<file path="src/hw/frame_pkg.sv">
// Shared opcodes, chip ID value and pixel sample types for the frame subsystem
`default_nettype none

package frame_pkg;

    // One SPI byte
    typedef logic [7:0] byte_t;

    // Pixel samples
    typedef logic [3:0] y_t;
    typedef logic [2:0] c_t;                    // Used for both Cb and Cr

    // Chip identification
    localparam byte_t OPCODE_CHIP_ID = 8'hDB;
    localparam byte_t CHIP_ID = 8'h81;

    // Fill colour
    // Operand 0 holds Y in bits 3..0
    // Operand 1 holds Cb in bits 5..3 and Cr in bits 2..0
    localparam byte_t OPCODE_SET_COLOUR = 8'h10;

    // Display enable in bit 0 of operand 0
    localparam byte_t OPCODE_SET_ENABLE = 8'h11;

    // Low byte of the frame counter
    localparam byte_t OPCODE_FRAME_COUNT = 8'h12;

endpackage

`default_nettype wire
</file>
<file path="src/hw/top.sv">
// Top level joining the SPI peripheral, chip ID register and graphics
`timescale 1ns/100ps
`default_nettype none

module top #(
    parameter int H_ACTIVE = 640,
    parameter int H_SYNC = 96,
    parameter int H_TOTAL = 800,
    parameter int V_ACTIVE = 480,
    parameter int V_SYNC = 2,
    parameter int V_TOTAL = 525
) (
    input logic clock,
    input logic rst,

    input logic spi_select,
    input logic spi_clock,
    input logic spi_data_in,
    output logic spi_data_out,

    output logic display_hsync,
    output logic display_vsync,
    output frame_pkg::y_t display_y,
    output frame_pkg::c_t display_cb,
    output frame_pkg::c_t display_cr
);
    import frame_pkg::*;

    // Byte stream from the peripheral
    byte_t opcode;
    logic opcode_valid;
    byte_t operand;
    logic operand_valid;
    byte_t operand_count;

    byte_t response_1;
    logic response_1_valid;
    byte_t response_2;
    logic response_2_valid;

    spi_peripheral spi_peripheral (
        .clock(clock),
        .rst(rst),
        .spi_select(spi_select),
        .spi_clock(spi_clock),
        .spi_data_in(spi_data_in),
        .spi_data_out(spi_data_out),
        .opcode(opcode),
        .opcode_valid(opcode_valid),
        .operand(operand),
        .operand_valid(operand_valid),
        .operand_count(operand_count),
        .response_1(response_1),
        .response_1_valid(response_1_valid),
        .response_2(response_2),
        .response_2_valid(response_2_valid)
    );

    spi_register #(
        .REGISTER_ADDRESS(OPCODE_CHIP_ID),
        .REGISTER_VALUE(CHIP_ID)
    ) chip_id (
        .clock(clock),
        .rst(rst),
        .opcode(opcode),
        .opcode_valid(opcode_valid),
        .response(response_1),
        .response_valid(response_1_valid)
    );

    graphics #(
        .H_ACTIVE(H_ACTIVE),
        .H_SYNC(H_SYNC),
        .H_TOTAL(H_TOTAL),
        .V_ACTIVE(V_ACTIVE),
        .V_SYNC(V_SYNC),
        .V_TOTAL(V_TOTAL)
    ) graphics (
        .clock(clock),
        .rst(rst),
        .opcode(opcode),
        .opcode_valid(opcode_valid),
        .operand(operand),
        .operand_valid(operand_valid),
        .operand_count(operand_count),
        .response(response_2),
        .response_valid(response_2_valid),
        .display_hsync(display_hsync),
        .display_vsync(display_vsync),
        .display_y(display_y),
        .display_cb(display_cb),
        .display_cr(display_cr)
    );

endmodule

`default_nettype wire

</file>
<file path="src/hw/graphics.sv">
// Graphics block with fill colour, display enable and frame counter over SPI
`timescale 1ns/100ps
`default_nettype none

module graphics #(
    parameter int H_ACTIVE = 640,
    parameter int H_SYNC = 96,
    parameter int H_TOTAL = 800,
    parameter int V_ACTIVE = 480,
    parameter int V_SYNC = 2,
    parameter int V_TOTAL = 525
) (
    input logic clock,
    input logic rst,

    input frame_pkg::byte_t opcode,
    input logic opcode_valid,
    input frame_pkg::byte_t operand,
    input logic operand_valid,
    input frame_pkg::byte_t operand_count,
    output frame_pkg::byte_t response,
    output logic response_valid,

    output logic display_hsync,
    output logic display_vsync,
    output frame_pkg::y_t display_y,
    output frame_pkg::c_t display_cb,
    output frame_pkg::c_t display_cr
);
    import frame_pkg::*;

    logic hsync;
    logic vsync;
    logic active;
    logic frame_start;

    y_t pending_y, live_y, colour_y;
    c_t pending_cb, live_cb, colour_cb;
    c_t pending_cr, live_cr, colour_cr;
    logic pending_enable, live_enable, colour_enable;

    byte_t frame_count;
    byte_t count_snapshot;
    logic opcode_valid_prev;
    logic count_match;

    display_timing #(
        .H_ACTIVE(H_ACTIVE),
        .H_SYNC(H_SYNC),
        .H_TOTAL(H_TOTAL),
        .V_ACTIVE(V_ACTIVE),
        .V_SYNC(V_SYNC),
        .V_TOTAL(V_TOTAL)
    ) display_timing (
        .clock(clock),
        .rst(rst),
        .hsync(hsync),
        .vsync(vsync),
        .active(active),
        .frame_start(frame_start)
    );

    // Commands land in pending registers
    always_ff @(posedge clock) begin
        if (rst) begin
            pending_y <= '0;
            pending_cb <= '0;
            pending_cr <= '0;
            pending_enable <= 1'b0;
        end else if (opcode_valid && operand_valid) begin
            case (opcode)
                OPCODE_SET_COLOUR: begin
                    if (operand_count == 8'd0) begin
                        pending_y <= operand[3:0];
                    end else if (operand_count == 8'd1) begin
                        pending_cb <= operand[5:3];
                        pending_cr <= operand[2:0];
                    end
                end
                OPCODE_SET_ENABLE: begin
                    if (operand_count == 8'd0) begin
                        pending_enable <= operand[0];
                    end
                end
                default: ;
            endcase
        end
    end

    // Frame boundary swaps in the pending settings
    always_ff @(posedge clock) begin
        if (rst) begin
            live_y <= '0;
            live_cb <= '0;
            live_cr <= '0;
            live_enable <= 1'b0;
            frame_count <= '0;
        end else if (frame_start) begin
            live_y <= pending_y;
            live_cb <= pending_cb;
            live_cr <= pending_cr;
            live_enable <= pending_enable;
            frame_count <= frame_count + 8'd1;
        end
    end

    // First pixel of a frame already uses the new settings
    assign colour_y = frame_start ? pending_y : live_y;
    assign colour_cb = frame_start ? pending_cb : live_cb;
    assign colour_cr = frame_start ? pending_cr : live_cr;
    assign colour_enable = frame_start ? pending_enable : live_enable;

    always_ff @(posedge clock) begin
        if (rst) begin
            display_hsync <= 1'b0;
            display_vsync <= 1'b0;
            display_y <= '0;
            display_cb <= '0;
            display_cr <= '0;
        end else begin
            display_hsync <= hsync;
            display_vsync <= vsync;
            display_y <= (active && colour_enable) ? colour_y : '0;
            display_cb <= (active && colour_enable) ? colour_cb : '0;
            display_cr <= (active && colour_enable) ? colour_cr : '0;
        end
    end

    // Frame counter read
    always_ff @(posedge clock) begin
        if (rst) begin
            opcode_valid_prev <= 1'b0;
            count_match <= 1'b0;
        end else begin
            opcode_valid_prev <= opcode_valid;
            count_match <= opcode_valid && (opcode == OPCODE_FRAME_COUNT);
        end
    end

    always_ff @(posedge clock) begin
        if (opcode_valid && !opcode_valid_prev) begin
            count_snapshot <= frame_count;      // Held for the whole transaction
        end
    end

    assign response = count_snapshot;
    assign response_valid = count_match & opcode_valid;

endmodule

`default_nettype wire

</file>
<file path="src/hw/display_timing.sv">
// Display timing generator for hsync, vsync, active area and frame start
`timescale 1ns/100ps
`default_nettype none

module display_timing #(
    parameter int H_ACTIVE = 640,
    parameter int H_SYNC = 96,
    parameter int H_TOTAL = 800,
    parameter int V_ACTIVE = 480,
    parameter int V_SYNC = 2,
    parameter int V_TOTAL = 525
) (
    input logic clock,
    input logic rst,

    output logic hsync,
    output logic vsync,
    output logic active,
    output logic frame_start
);

    // One spare count so the sync end values always fit
    localparam int H_BITS = $clog2(H_TOTAL + 1);
    localparam int V_BITS = $clog2(V_TOTAL + 1);

    logic [H_BITS-1:0] h_count;
    logic [V_BITS-1:0] v_count;

    always_ff @(posedge clock) begin
        if (rst) begin
            h_count <= '0;
            v_count <= '0;
        end else if (h_count == H_BITS'(H_TOTAL - 1)) begin
            h_count <= '0;                      // End of line
            if (v_count == V_BITS'(V_TOTAL - 1)) begin
                v_count <= '0;
            end else begin
                v_count <= v_count + V_BITS'(1);
            end
        end else begin
            h_count <= h_count + H_BITS'(1);
        end
    end

    assign active = (h_count < H_BITS'(H_ACTIVE)) && (v_count < V_BITS'(V_ACTIVE));

    // Sync pulses follow the active area directly
    assign hsync = (h_count >= H_BITS'(H_ACTIVE)) &&
                   (h_count < H_BITS'(H_ACTIVE + H_SYNC));
    assign vsync = (v_count >= V_BITS'(V_ACTIVE)) &&
                   (v_count < V_BITS'(V_ACTIVE + V_SYNC));

    assign frame_start = (h_count == '0) && (v_count == '0);

    no_sync_in_active: assert property (@(posedge clock) disable iff (rst)
        hsync |-> !active);

    single_frame_start: assert property (@(posedge clock) disable iff (rst)
        frame_start |=> !frame_start);

endmodule

`default_nettype wire

</file>
<file path="src/hw/spi_register.sv">
// Read-only register returning a fixed byte for one opcode
`timescale 1ns/100ps
`default_nettype none

module spi_register #(
    parameter frame_pkg::byte_t REGISTER_ADDRESS = 8'h00,
    parameter frame_pkg::byte_t REGISTER_VALUE = 8'h00
) (
    input logic clock,
    input logic rst,

    input frame_pkg::byte_t opcode,
    input logic opcode_valid,
    output frame_pkg::byte_t response,
    output logic response_valid
);

    logic address_match;

    always_ff @(posedge clock) begin
        if (rst) begin
            address_match <= 1'b0;
        end else begin
            address_match <= opcode_valid && (opcode == REGISTER_ADDRESS);
        end
    end

    // Drops together with opcode_valid at the end of the transaction
    assign response_valid = address_match & opcode_valid;
    assign response = REGISTER_VALUE;

    valid_within_opcode: assert property (@(posedge clock) disable iff (rst)
        response_valid |-> opcode_valid);

endmodule

`default_nettype wire

</file>
<file path="src/hw/spi_peripheral.sv">
// SPI mode 0 peripheral that frames opcode and operand bytes and returns a response
`timescale 1ns/100ps
`default_nettype none

module spi_peripheral (
    input logic clock,
    input logic rst,

    input logic spi_select,
    input logic spi_clock,
    input logic spi_data_in,
    output logic spi_data_out,

    output frame_pkg::byte_t opcode,
    output logic opcode_valid,
    output frame_pkg::byte_t operand,
    output logic operand_valid,
    output frame_pkg::byte_t operand_count,

    input frame_pkg::byte_t response_1,
    input logic response_1_valid,
    input frame_pkg::byte_t response_2,
    input logic response_2_valid
);
    import frame_pkg::*;

    logic [1:0] select_sync;
    logic [1:0] sclk_sync;
    logic [1:0] mosi_sync;
    logic sclk_prev;

    logic selected;
    logic sclk_rise;
    logic sclk_fall;

    logic [2:0] bit_count;                      // Bit within current byte
    byte_t byte_count;                          // Bytes completed this transaction
    logic [6:0] shift_in;
    byte_t rx_byte;
    byte_t shift_out;
    byte_t response;

    // Two-flop synchronizers on the control pins
    always_ff @(posedge clock) begin
        if (rst) begin
            select_sync <= 2'b11;
            sclk_sync <= 2'b00;
            sclk_prev <= 1'b0;
        end else begin
            select_sync <= {select_sync[0], spi_select};
            sclk_sync <= {sclk_sync[0], spi_clock};
            sclk_prev <= sclk_sync[1];
        end
    end

    always_ff @(posedge clock) begin
        mosi_sync <= {mosi_sync[0], spi_data_in};
    end

    assign selected = ~select_sync[1];          // Select is active low
    assign sclk_rise = selected & sclk_sync[1] & ~sclk_prev;
    assign sclk_fall = selected & ~sclk_sync[1] & sclk_prev;
    assign rx_byte = {shift_in, mosi_sync[1]};

    // Byte framing
    always_ff @(posedge clock) begin
        if (rst || !selected) begin
            bit_count <= '0;
            byte_count <= '0;
            opcode_valid <= 1'b0;
            operand_valid <= 1'b0;
        end else begin
            operand_valid <= 1'b0;
            if (sclk_rise) begin
                bit_count <= bit_count + 3'd1;
                if (bit_count == 3'd7) begin
                    if (byte_count == 8'd0) begin
                        opcode_valid <= 1'b1;
                    end else begin
                        operand_valid <= 1'b1;
                    end
                    if (byte_count != 8'hFF) begin
                        byte_count <= byte_count + 8'd1;   // Saturates on long bursts
                    end
                end
            end
        end
    end

    always_ff @(posedge clock) begin
        if (sclk_rise) begin
            shift_in <= rx_byte[6:0];
            if (bit_count == 3'd7 && byte_count == 8'd0) begin
                opcode <= rx_byte;
            end
            if (bit_count == 3'd7 && byte_count != 8'd0) begin
                operand <= rx_byte;
                operand_count <= byte_count - 8'd1;
            end
        end
    end

    // Whichever responder owns the opcode
    always_comb begin
        if (response_1_valid) begin
            response = response_1;
        end else if (response_2_valid) begin
            response = response_2;
        end else begin
            response = '0;
        end
    end

    // Response goes out during the second byte, MSB first
    always_ff @(posedge clock) begin
        if (rst || !selected) begin
            shift_out <= '0;
        end else if (sclk_fall) begin
            if (bit_count == 3'd0 && byte_count == 8'd1) begin
                shift_out <= response;
            end else begin
                shift_out <= {shift_out[6:0], 1'b0};
            end
        end
    end

    assign spi_data_out = shift_out[7];

    operand_after_opcode: assert property (@(posedge clock) disable iff (rst)
        operand_valid |-> opcode_valid);

    single_responder: assert property (@(posedge clock) disable iff (rst)
        $onehot0({response_1_valid, response_2_valid}));

endmodule

`default_nettype wire

</file>
<file path="config.mk">
export PLATFORM = sky130hd
export DESIGN_NAME = top
export DESIGN_NICKNAME = d
export VERILOG_FILES = /design/src/hw/frame_pkg.sv /design/src/hw/top.sv /design/src/hw/graphics.sv /design/src/hw/display_timing.sv /design/src/hw/spi_register.sv /design/src/hw/spi_peripheral.sv
export SDC_FILE = /design/constraint.sdc
export NUM_CORES = 1
export LEC_CHECK = 0
export BUFFER_PORTS_ARGS = -buffer_cell sky130_fd_sc_hd__buf_2
export CAP_MARGIN = 20
export CORE_ASPECT_RATIO = 0.8
export CORE_MARGIN = 1.5
export CORE_UTILIZATION = 55
export CTS_BUF_LIST = sky130_fd_sc_hd__clkbuf_16
export CTS_CLUSTER_SIZE = 12
export DETAILED_ROUTE_END_ITERATION = 8
export PLACE_DENSITY = 0.74
export SYNTH_ARGS = -nofsm -noshare
export SYNTH_HDL_FRONTEND = slang
export SYNTH_SLANG_ARGS = --single-unit
</file>
<file path="constraint.sdc">
create_clock -name clock -period 2.1 [get_ports clock]
set_input_delay 0.42 -clock clock [delete_from_list [all_inputs] [get_ports clock]]
set_output_delay 0.42 -clock clock [all_outputs]
set_load 0.1 [all_outputs]
</file>
==> impl_metrics.tcl, run 1 <==
set metrics [dict create \
    hp-class "in -> reg" \
    required_ns 2.45 \
    syn_inst 525 \
    max_slew.worst_pin.slew_ns 0.633 \
    syn_area_um2 5380 \
    grt-busiest-layer "met2" \
    max-slew-margin-rel_pct 57.7 \
    grt_pass1_vias 3788 \
    use_met1_pct 30.7 \
    finalCriticalPeriod_ns 1.93 \
    cp_max_fo 5 \
    clkLatencyLatePin_ns 0.41 \
    critPathTopFamily "simple AND/OR/NAND/NOR gates" \
    crit_path_end_kind "flop" \
    cts_buffers 17 \
    regToRegStartpoint "graphics.display_timing.h_count[0]" \
    cts_buffer_depth 2 \
    io_buffers 17 \
    fill_cells 714 \
    io_pins 18 \
    drv_cap 0 \
    initial_core_util_pct 56.2 \
    drt-wirelength-per-cell_um 16.0 \
    yosysSeqAreaShare_pct 55.2 \
    track_usage_pct 23.1 \
    htreeDepth 4 \
    grt_overflow_total 0 \
    multiInputGateArea_um2 2220 \
    finalSetupTns_ns 0 \
    dp.final_hpwl_um 7070 \
    status "complete, no violations" \
    drt_iter0_drc 325 \
    drive_gt1_share_pct 17.6 \
    timing.rr.end "graphics.display_timing.v_count[7]" \
    vias 3972 \
    crit_slowest_cell "or4_4" \
    dr.pass1.iters 5 \
    ir_drop_mv 0.722 \
    clkTransAtPathRegs_ns 0.06 \
    synth.net_count 542 \
    min_to "spi_peripheral.mosi_sync[0]" \
    placed_cell_area_um2 5670 \
    period_share_pct 91.9 \
    gp_congestion 0.813 \
    die_h_um 91.5 \
    synth_edf_count 37 \
    synth.distinct_cells 46 \
    drt-vias-per-instance 5.77 \
    path_class "reg -> reg" \
    reg2regPathDepth 5 \
    finalNetCount 573 \
    die_width_um 114 \
    holdPathStages 1 \
    antenna_cells 0 \
    slew_violations 0 \
    cts_sinks 130 \
    synth_ff_type "dfxtp_1" \
    postLayoutCoreUtil_pct 66.0 \
    rrSetupSlack_ns 0.17 \
    power.density_nw_per_um2 919 \
    max_stage_delay_ns 0.57 \
    ys_top_cells_by_area "dfxtp_1 (35%), edfxtp_1 (21%), nand2_1 (3.1%), ha_1 (2.8%), o21ai_0 (2.6%)" \
    grt_first_pass_wirelength_um 18500 \
    layout.cells.most_common "dfxtp_1" \
    crit_chain "ha_1, nand4_1, or4_4, or3_1, a21oi_2" \
    synth_area_leader_cell "dfxtp_1" \
    drc 0 \
    fp-row-count 32 \
    grt_setup_unrepaired "false" \
    grtUsageMet2_pct 35.9 \
    synth.avg_cell_area_um2 10.3 \
    final_area_um2 6320 \
    die_area_um2 10400 \
    cp-start-kind "flop" \
    final-seq-area_um2 2970 \
    root_buffer "clkbuf_16" \
    cts_tree "built" \
    synthArstFlopShare_pct 0 \
    gr-usage-met3_pct 7.48 \
    coreArea_um2 9570 \
    setup_viol 0 \
    final_cell_mix "dfxtp_1 (93), nand2_1 (45), edfxtp_1 (37)" \
    synth_top_area_share_pct 34.6 \
    antenna_left 0 \
    p_leak_nw 2.29 \
    yosysWarnings 0 \
    antenna_found_initial 0 \
    ctsHoldBuffers 0 \
    ys_ff_latch 130 \
    timing.fmax_mhz 518 \
    skew_ns 0.00653 \
    areaGrowthSynthToFinish_pct 17.4 \
    cp.arrival_ns 2.28 \
    grt_max_degree 38 \
    hold_violations 0 \
    hold_start "spi_data_in" \
    routed_wl_um 11000 \
    crit_buf_inv 0 \
]
-- through the flow --
| stage | std cells | power, W | hold WS, ns | setup slack, ns |
|---|---|---|---|---|
| after floorplan | 525 | 0.00276 | 0.310 | 0.0973 |
| after global placement | 655 | 0.00280 | 0.314 | 0.245 |
| after detailed placement | 655 | 0.00281 | 0.314 | 0.180 |
| after CTS | 687 | 0.00584 | 0.0918 | 0.152 |
| after global routing | 688 | 0.00599 | 0.0994 | 0.0502 |
| final | 688 | 0.00580 | 0.111 | 0.170 |
-- repair_timing --
action                                  CTS  global route
setup buffers                             0             1
gates resized for setup                   0             2
endpoints found under the hold margin     0             0
endpoints found under the setup margin    0            14
-- logic make-up (layout without fill, tap and decap cells) --
kind of cell | Yosys count | count (layout) | share of synthesized area [%]
AND/OR/NAND/NOR | 207 | 207 | 21.1
flip-flops | 130 | 130 | 55.2
AO/OA/AOI/OAI | 93 | 93 | 11.3
buffers and inverters | 48 | 92 | 3.63
XOR/XNOR | 22 | 22 | 3.58
multiplexers | 13 | 13 | 2.42
adder cells (fa/ha/maj) | 12 | 12 | 2.79
-- cell usage after synthesis, types with 14 or more instances --
cell / n
xnor2_1: 15
a21oi_1: 23
clkbuf_1: 27
nor2_1: 35
nand3_1: 18
nor3_1: 20
nand2_1: 45
o21ai_0: 28
dfxtp_1: 93
nand4_1: 14
inv_1: 17
edfxtp_1: 37
-- layer usage --
layer	routed length [µm]	share of wire, %
met5	0	0
met4	129	1.2
met2	5200	47
met3	418	3.8
met1	5260	48
-- sequential cells by signal (all words and copies together), names as in the netlist, 3 cells and up --
register and count:
graphics.display_timing.h_count 10, graphics.display_timing.v_count 10, graphics.frame_count 8, graphics.response 8, spi_peripheral.byte_count 8, spi_peripheral.opcode 8, spi_peripheral.operand_count 8, spi_peripheral.shift_out 8
spi_peripheral.shift_in 7, spi_peripheral.operand 6, graphics.display_y 4, graphics.live_y 4, graphics.pending_y 4, graphics.display_cb 3, graphics.display_cr 3, graphics.live_cb 3
graphics.live_cr 3, graphics.pending_cb 3, graphics.pending_cr 3, spi_peripheral.bit_count 3
-- worst max-delay path by stage --
stage / startpoint / endpoint / cells past startpoint
after floorplan: spi_peripheral.bit_count[0] / spi_peripheral.operand[0] / 4
after global placement: graphics.display_timing.h_count[5] / graphics.display_timing.v_count[3] / 4
after detailed placement: graphics.display_timing.h_count[0] / graphics.display_timing.v_count[2] / 5
after CTS: graphics.display_timing.h_count[0] / graphics.display_timing.v_count[2] / 5
after global routing: graphics.display_timing.h_count[0] / graphics.display_timing.v_count[5] / 6
final: graphics.display_timing.h_count[0] / graphics.display_timing.v_count[7] / 5
-- cell type report --
cell class                 instances  area share (%)
inverter                          18            1.07
sequential                       130            47.1
timing repair buffer              42            4.52
multi-input combinational        347            35.2
tap                              119            2.36
clock buffer                      17            6.73
clock inverter                    15            3.05
-- where the power goes --
part / internal (W) / leakage [nW] / switching, W
Clock: 0.00197 / 0.300 / 0.00107
Sequential: 0.00259 / 1.08 / 0.0000216
Combinational: 0.0000507 / 0.913 / 0.000102
Total: 0.00461 / 2.29 / 0.00119
Note: power is estimated with default switching activity, not from simulation.
==> inputs of run 2 (changes only) <==
--- a/config.mk
+++ b/config.mk
@@ -5,6 +5,7 @@
 export SDC_FILE = /design/constraint.sdc
 export NUM_CORES = 1
 export LEC_CHECK = 0
+export ABC_AREA = 1
 export BUFFER_PORTS_ARGS = -buffer_cell sky130_fd_sc_hd__buf_2
 export CAP_MARGIN = 20
 export CORE_ASPECT_RATIO = 0.8
==> run 2 against run 1 <==
Net effect: final area is 0.53% lower; wire length shrank 5.6%; area after synthesis rose by 0.67%; cell count increased by 16%; non-clock buffer count decreased by 16; highest routed layer unchanged; largest power group unchanged; largest cell class unchanged; via count grew 3.1%; synthesized cell count rose by 21%; clock power about the same.
==> impl_metrics.tcl, run 2 <==
set metrics [dict create \
    status "complete, no violations" \
    power_frac_clock_pct 52.6 \
    io_pins 18 \
    die_width_um 114 \
    layout.cells.most_common "nor2_1" \
    max_stage_delay_ns 0.34 \
    finalCriticalPeriod_ns 1.92 \
    cts_tree "built" \
    p_seq_share_pct 44.8 \
    rrSetupSlack_ns 0.18 \
    finalNetCount 685 \
    gp_congestion 0.883 \
    routed_wl_um 10400 \
    yosysWarnings 0 \
    finalSetupTns_ns 0 \
    grt_max_degree 25 \
    cts_sinks 130 \
    max_slew.worst_pin.slew_ns 0.616 \
    postCtsResizedCells 0 \
    synth.net_count 651 \
    largestRegisters "graphics.display_timing.h_count (10), graphics.display_timing.v_count (10)" \
    synth_edf_count 37 \
    die_h_um 91.8 \
    final_cell_mix "nor2_1 (118), nand2_1 (102), dfxtp_1 (93)" \
    p_sw_w 0.00118 \
    grt_setup_unrepaired "false" \
    drc 0 \
    grt_overflow_total 0 \
    swShare_pct 20.3 \
    cts_buffers 17 \
    synth_common_cells "nor2_1 (118), nand2_1 (102), dfxtp_1 (93), inv_1 (76), a21oi_1 (44)" \
    cp_max_fo 24 \
    crit_path_frequent_cell "nand2_1" \
    synth.avg_cell_area_um2 8.55 \
    cp-start-kind "flop" \
    drt-vias-per-instance 5.12 \
    dr.pass1.iters 4 \
    drive_gt1_share_pct 12.2 \
    timing.fmax_mhz 521 \
    crit_chain "inv_1, ha_1, nand2_1, inv_1, nand2_1, nor2_2, nand3_4, nand2_1, nand4_4, nor2_1" \
    drt-wirelength-per-cell_um 13.0 \
    antenna_cells 0 \
    drv_cap 0 \
    crit_path_end_kind "flop" \
    areaGrowthSynthToFinish_pct 16.0 \
    period_share_pct 91.4 \
    synth_area_leader_cell "dfxtp_1" \
    postCtsSetupBuffers 0 \
    crit_slowest_cell "dfxtp_1" \
    max-slew-margin-rel_pct 58.8 \
    ir_drop_mv 0.511 \
    fp-row-count 32 \
    grt_pass1_vias 3919 \
    setup_viol 0 \
    cts_buffer_depth 2 \
    cp.arrival_ns 2.26 \
    p_int_w 0.00464 \
    dp.final_hpwl_um 7380 \
    syn_inst 634 \
    vias 4097 \
    path_class "reg -> reg" \
    p_leak_nw 2.52 \
    hold_violations 0 \
    root_buffer "clkbuf_16" \
    synth.distinct_cells 35 \
    antenna_left 0 \
    dp.cells 768 \
    comb_power_share_pct 2.6 \
    track_usage_pct 21.7 \
    power.density_nw_per_um2 926 \
    syn_area_um2 5420 \
    hp-class "in -> reg" \
    coreArea_um2 9610 \
    initial_core_util_pct 56.4 \
    stdcell_count 800 \
    ys_ff_latch 130 \
    io_buffers 17 \
    required_ns 2.44 \
    skew_ns 0.00704 \
    synthArstFlopShare_pct 0 \
    clkTransAtPathRegs_ns 0.06 \
    htreeDepth 4 \
    drt_iter0_drc 283 \
    yosysSeqAreaShare_pct 54.9 \
    synth_ff_type "dfxtp_1" \
    grt_first_pass_wirelength_um 17600 \
    synth_top_area_share_pct 34.4 \
    clkLatencyLatePin_ns 0.41 \
    fill_cells 750 \
    die_area_um2 10500 \
    antenna_found_initial 0 \
    ys_top_cells_by_area "dfxtp_1 (34%), edfxtp_1 (21%), nor2_1 (8.2%), nand2_1 (7.1%), inv_1 (5.3%)" \
    slew_violations 0 \
    yosysMostFrequentCell "nor2_1" \
]
run 2: worst paths after layout:
kind / from / to / depth (start not counted)
worst max-delay path: graphics.display_timing.v_count[0] / graphics.display_y[1] / 10
worst max register to register: graphics.display_timing.v_count[0] / graphics.display_y[1] / 10
worst min-delay path: spi_data_in / spi_peripheral.mosi_sync[0] / 1
worst min register to register: spi_peripheral.mosi_sync[0] / spi_peripheral.mosi_sync[1] / 0
run 2: kinds of logic (layout without fill, tap and decap cells):
family,Yosys count,count (layout),share of synthesized area [%]
AND/OR/NAND/NOR,307,307,25.2
flip-flops,130,130,54.9
buffers and inverters,91,138,6.77
AO/OA/AOI/OAI,78,78,7.76
XOR/XNOR,16,16,2.59
adder cells (fa/ha/maj),12,12,2.77
run 2: area by class of cell:
cell class / instances / area [µm²] / share of cell area [%]
multi-input cells: 413 / 2080 / 33.1
flip-flops and latches: 130 / 2970 / 47.3
inverters: 80 / 300 / 4.78
well taps: 119 / 149 / 2.37
clock buffers: 19 / 475 / 7.57
repair buffers: 26 / 153 / 2.43
clock inverters: 13 / 155 / 2.47
run 2: through the flow:
step | setup WS [ns] | total power (W) | cell area [µm²] | hold WS, ns | utilization (%)
floorplan | 0.140 | 0.00278 | 5420 | 0.310 | -
global placement | 0.333 | 0.00280 | 5650 | 0.315 | 58.8
detailed placement | 0.201 | 0.00281 | 5650 | 0.313 | 58.8
CTS | 0.152 | 0.00586 | 6280 | 0.0926 | 65.4
global route | 0.00133 | 0.00598 | 6280 | 0.0917 | 65.4
finish | 0.181 | 0.00582 | 6280 | 0.105 | 65.4
run 2: worst max-delay path: cells and delay by family (launching register included):
family	cells	cell delay [ns]
simple gates	7	1.11
fa+ha+maj	1	0.23
flops	1	0.34
buf+inv	2	0.15
run 2: power groups by stage:
stage / logic [W] / registers (W) / clock network (W)
finish: 0.000151 / 0.00261 / 0.00306
floorplan: 0.000122 / 0.00265 / 0
detailed placement: 0.000148 / 0.00266 / 0
global route: 0.000170 / 0.00261 / 0.00320
global placement: 0.000144 / 0.00266 / 0
CTS: 0.000150 / 0.00261 / 0.00310
run 2: what timing repair did:
action,CTS,global route
setup endpoints to repair,0,2
endpoints found under the hold margin,0,0
hold buffers,0,0
run 2: routing by layer:
| metal | share of wire [%] | vias to the layer above | GRT usage (%) |
|---|---|---|---|
| met5 | 0 | - | 0 |
| met4 | 1.5 | 0 | 8.23 |
| met3 | 4.6 | 16 | 6.01 |
| met2 | 45 | 87 | 33.8 |
| met1 | 49 | 1866 | 28.9 |
| li1 | - | 2128 | - |
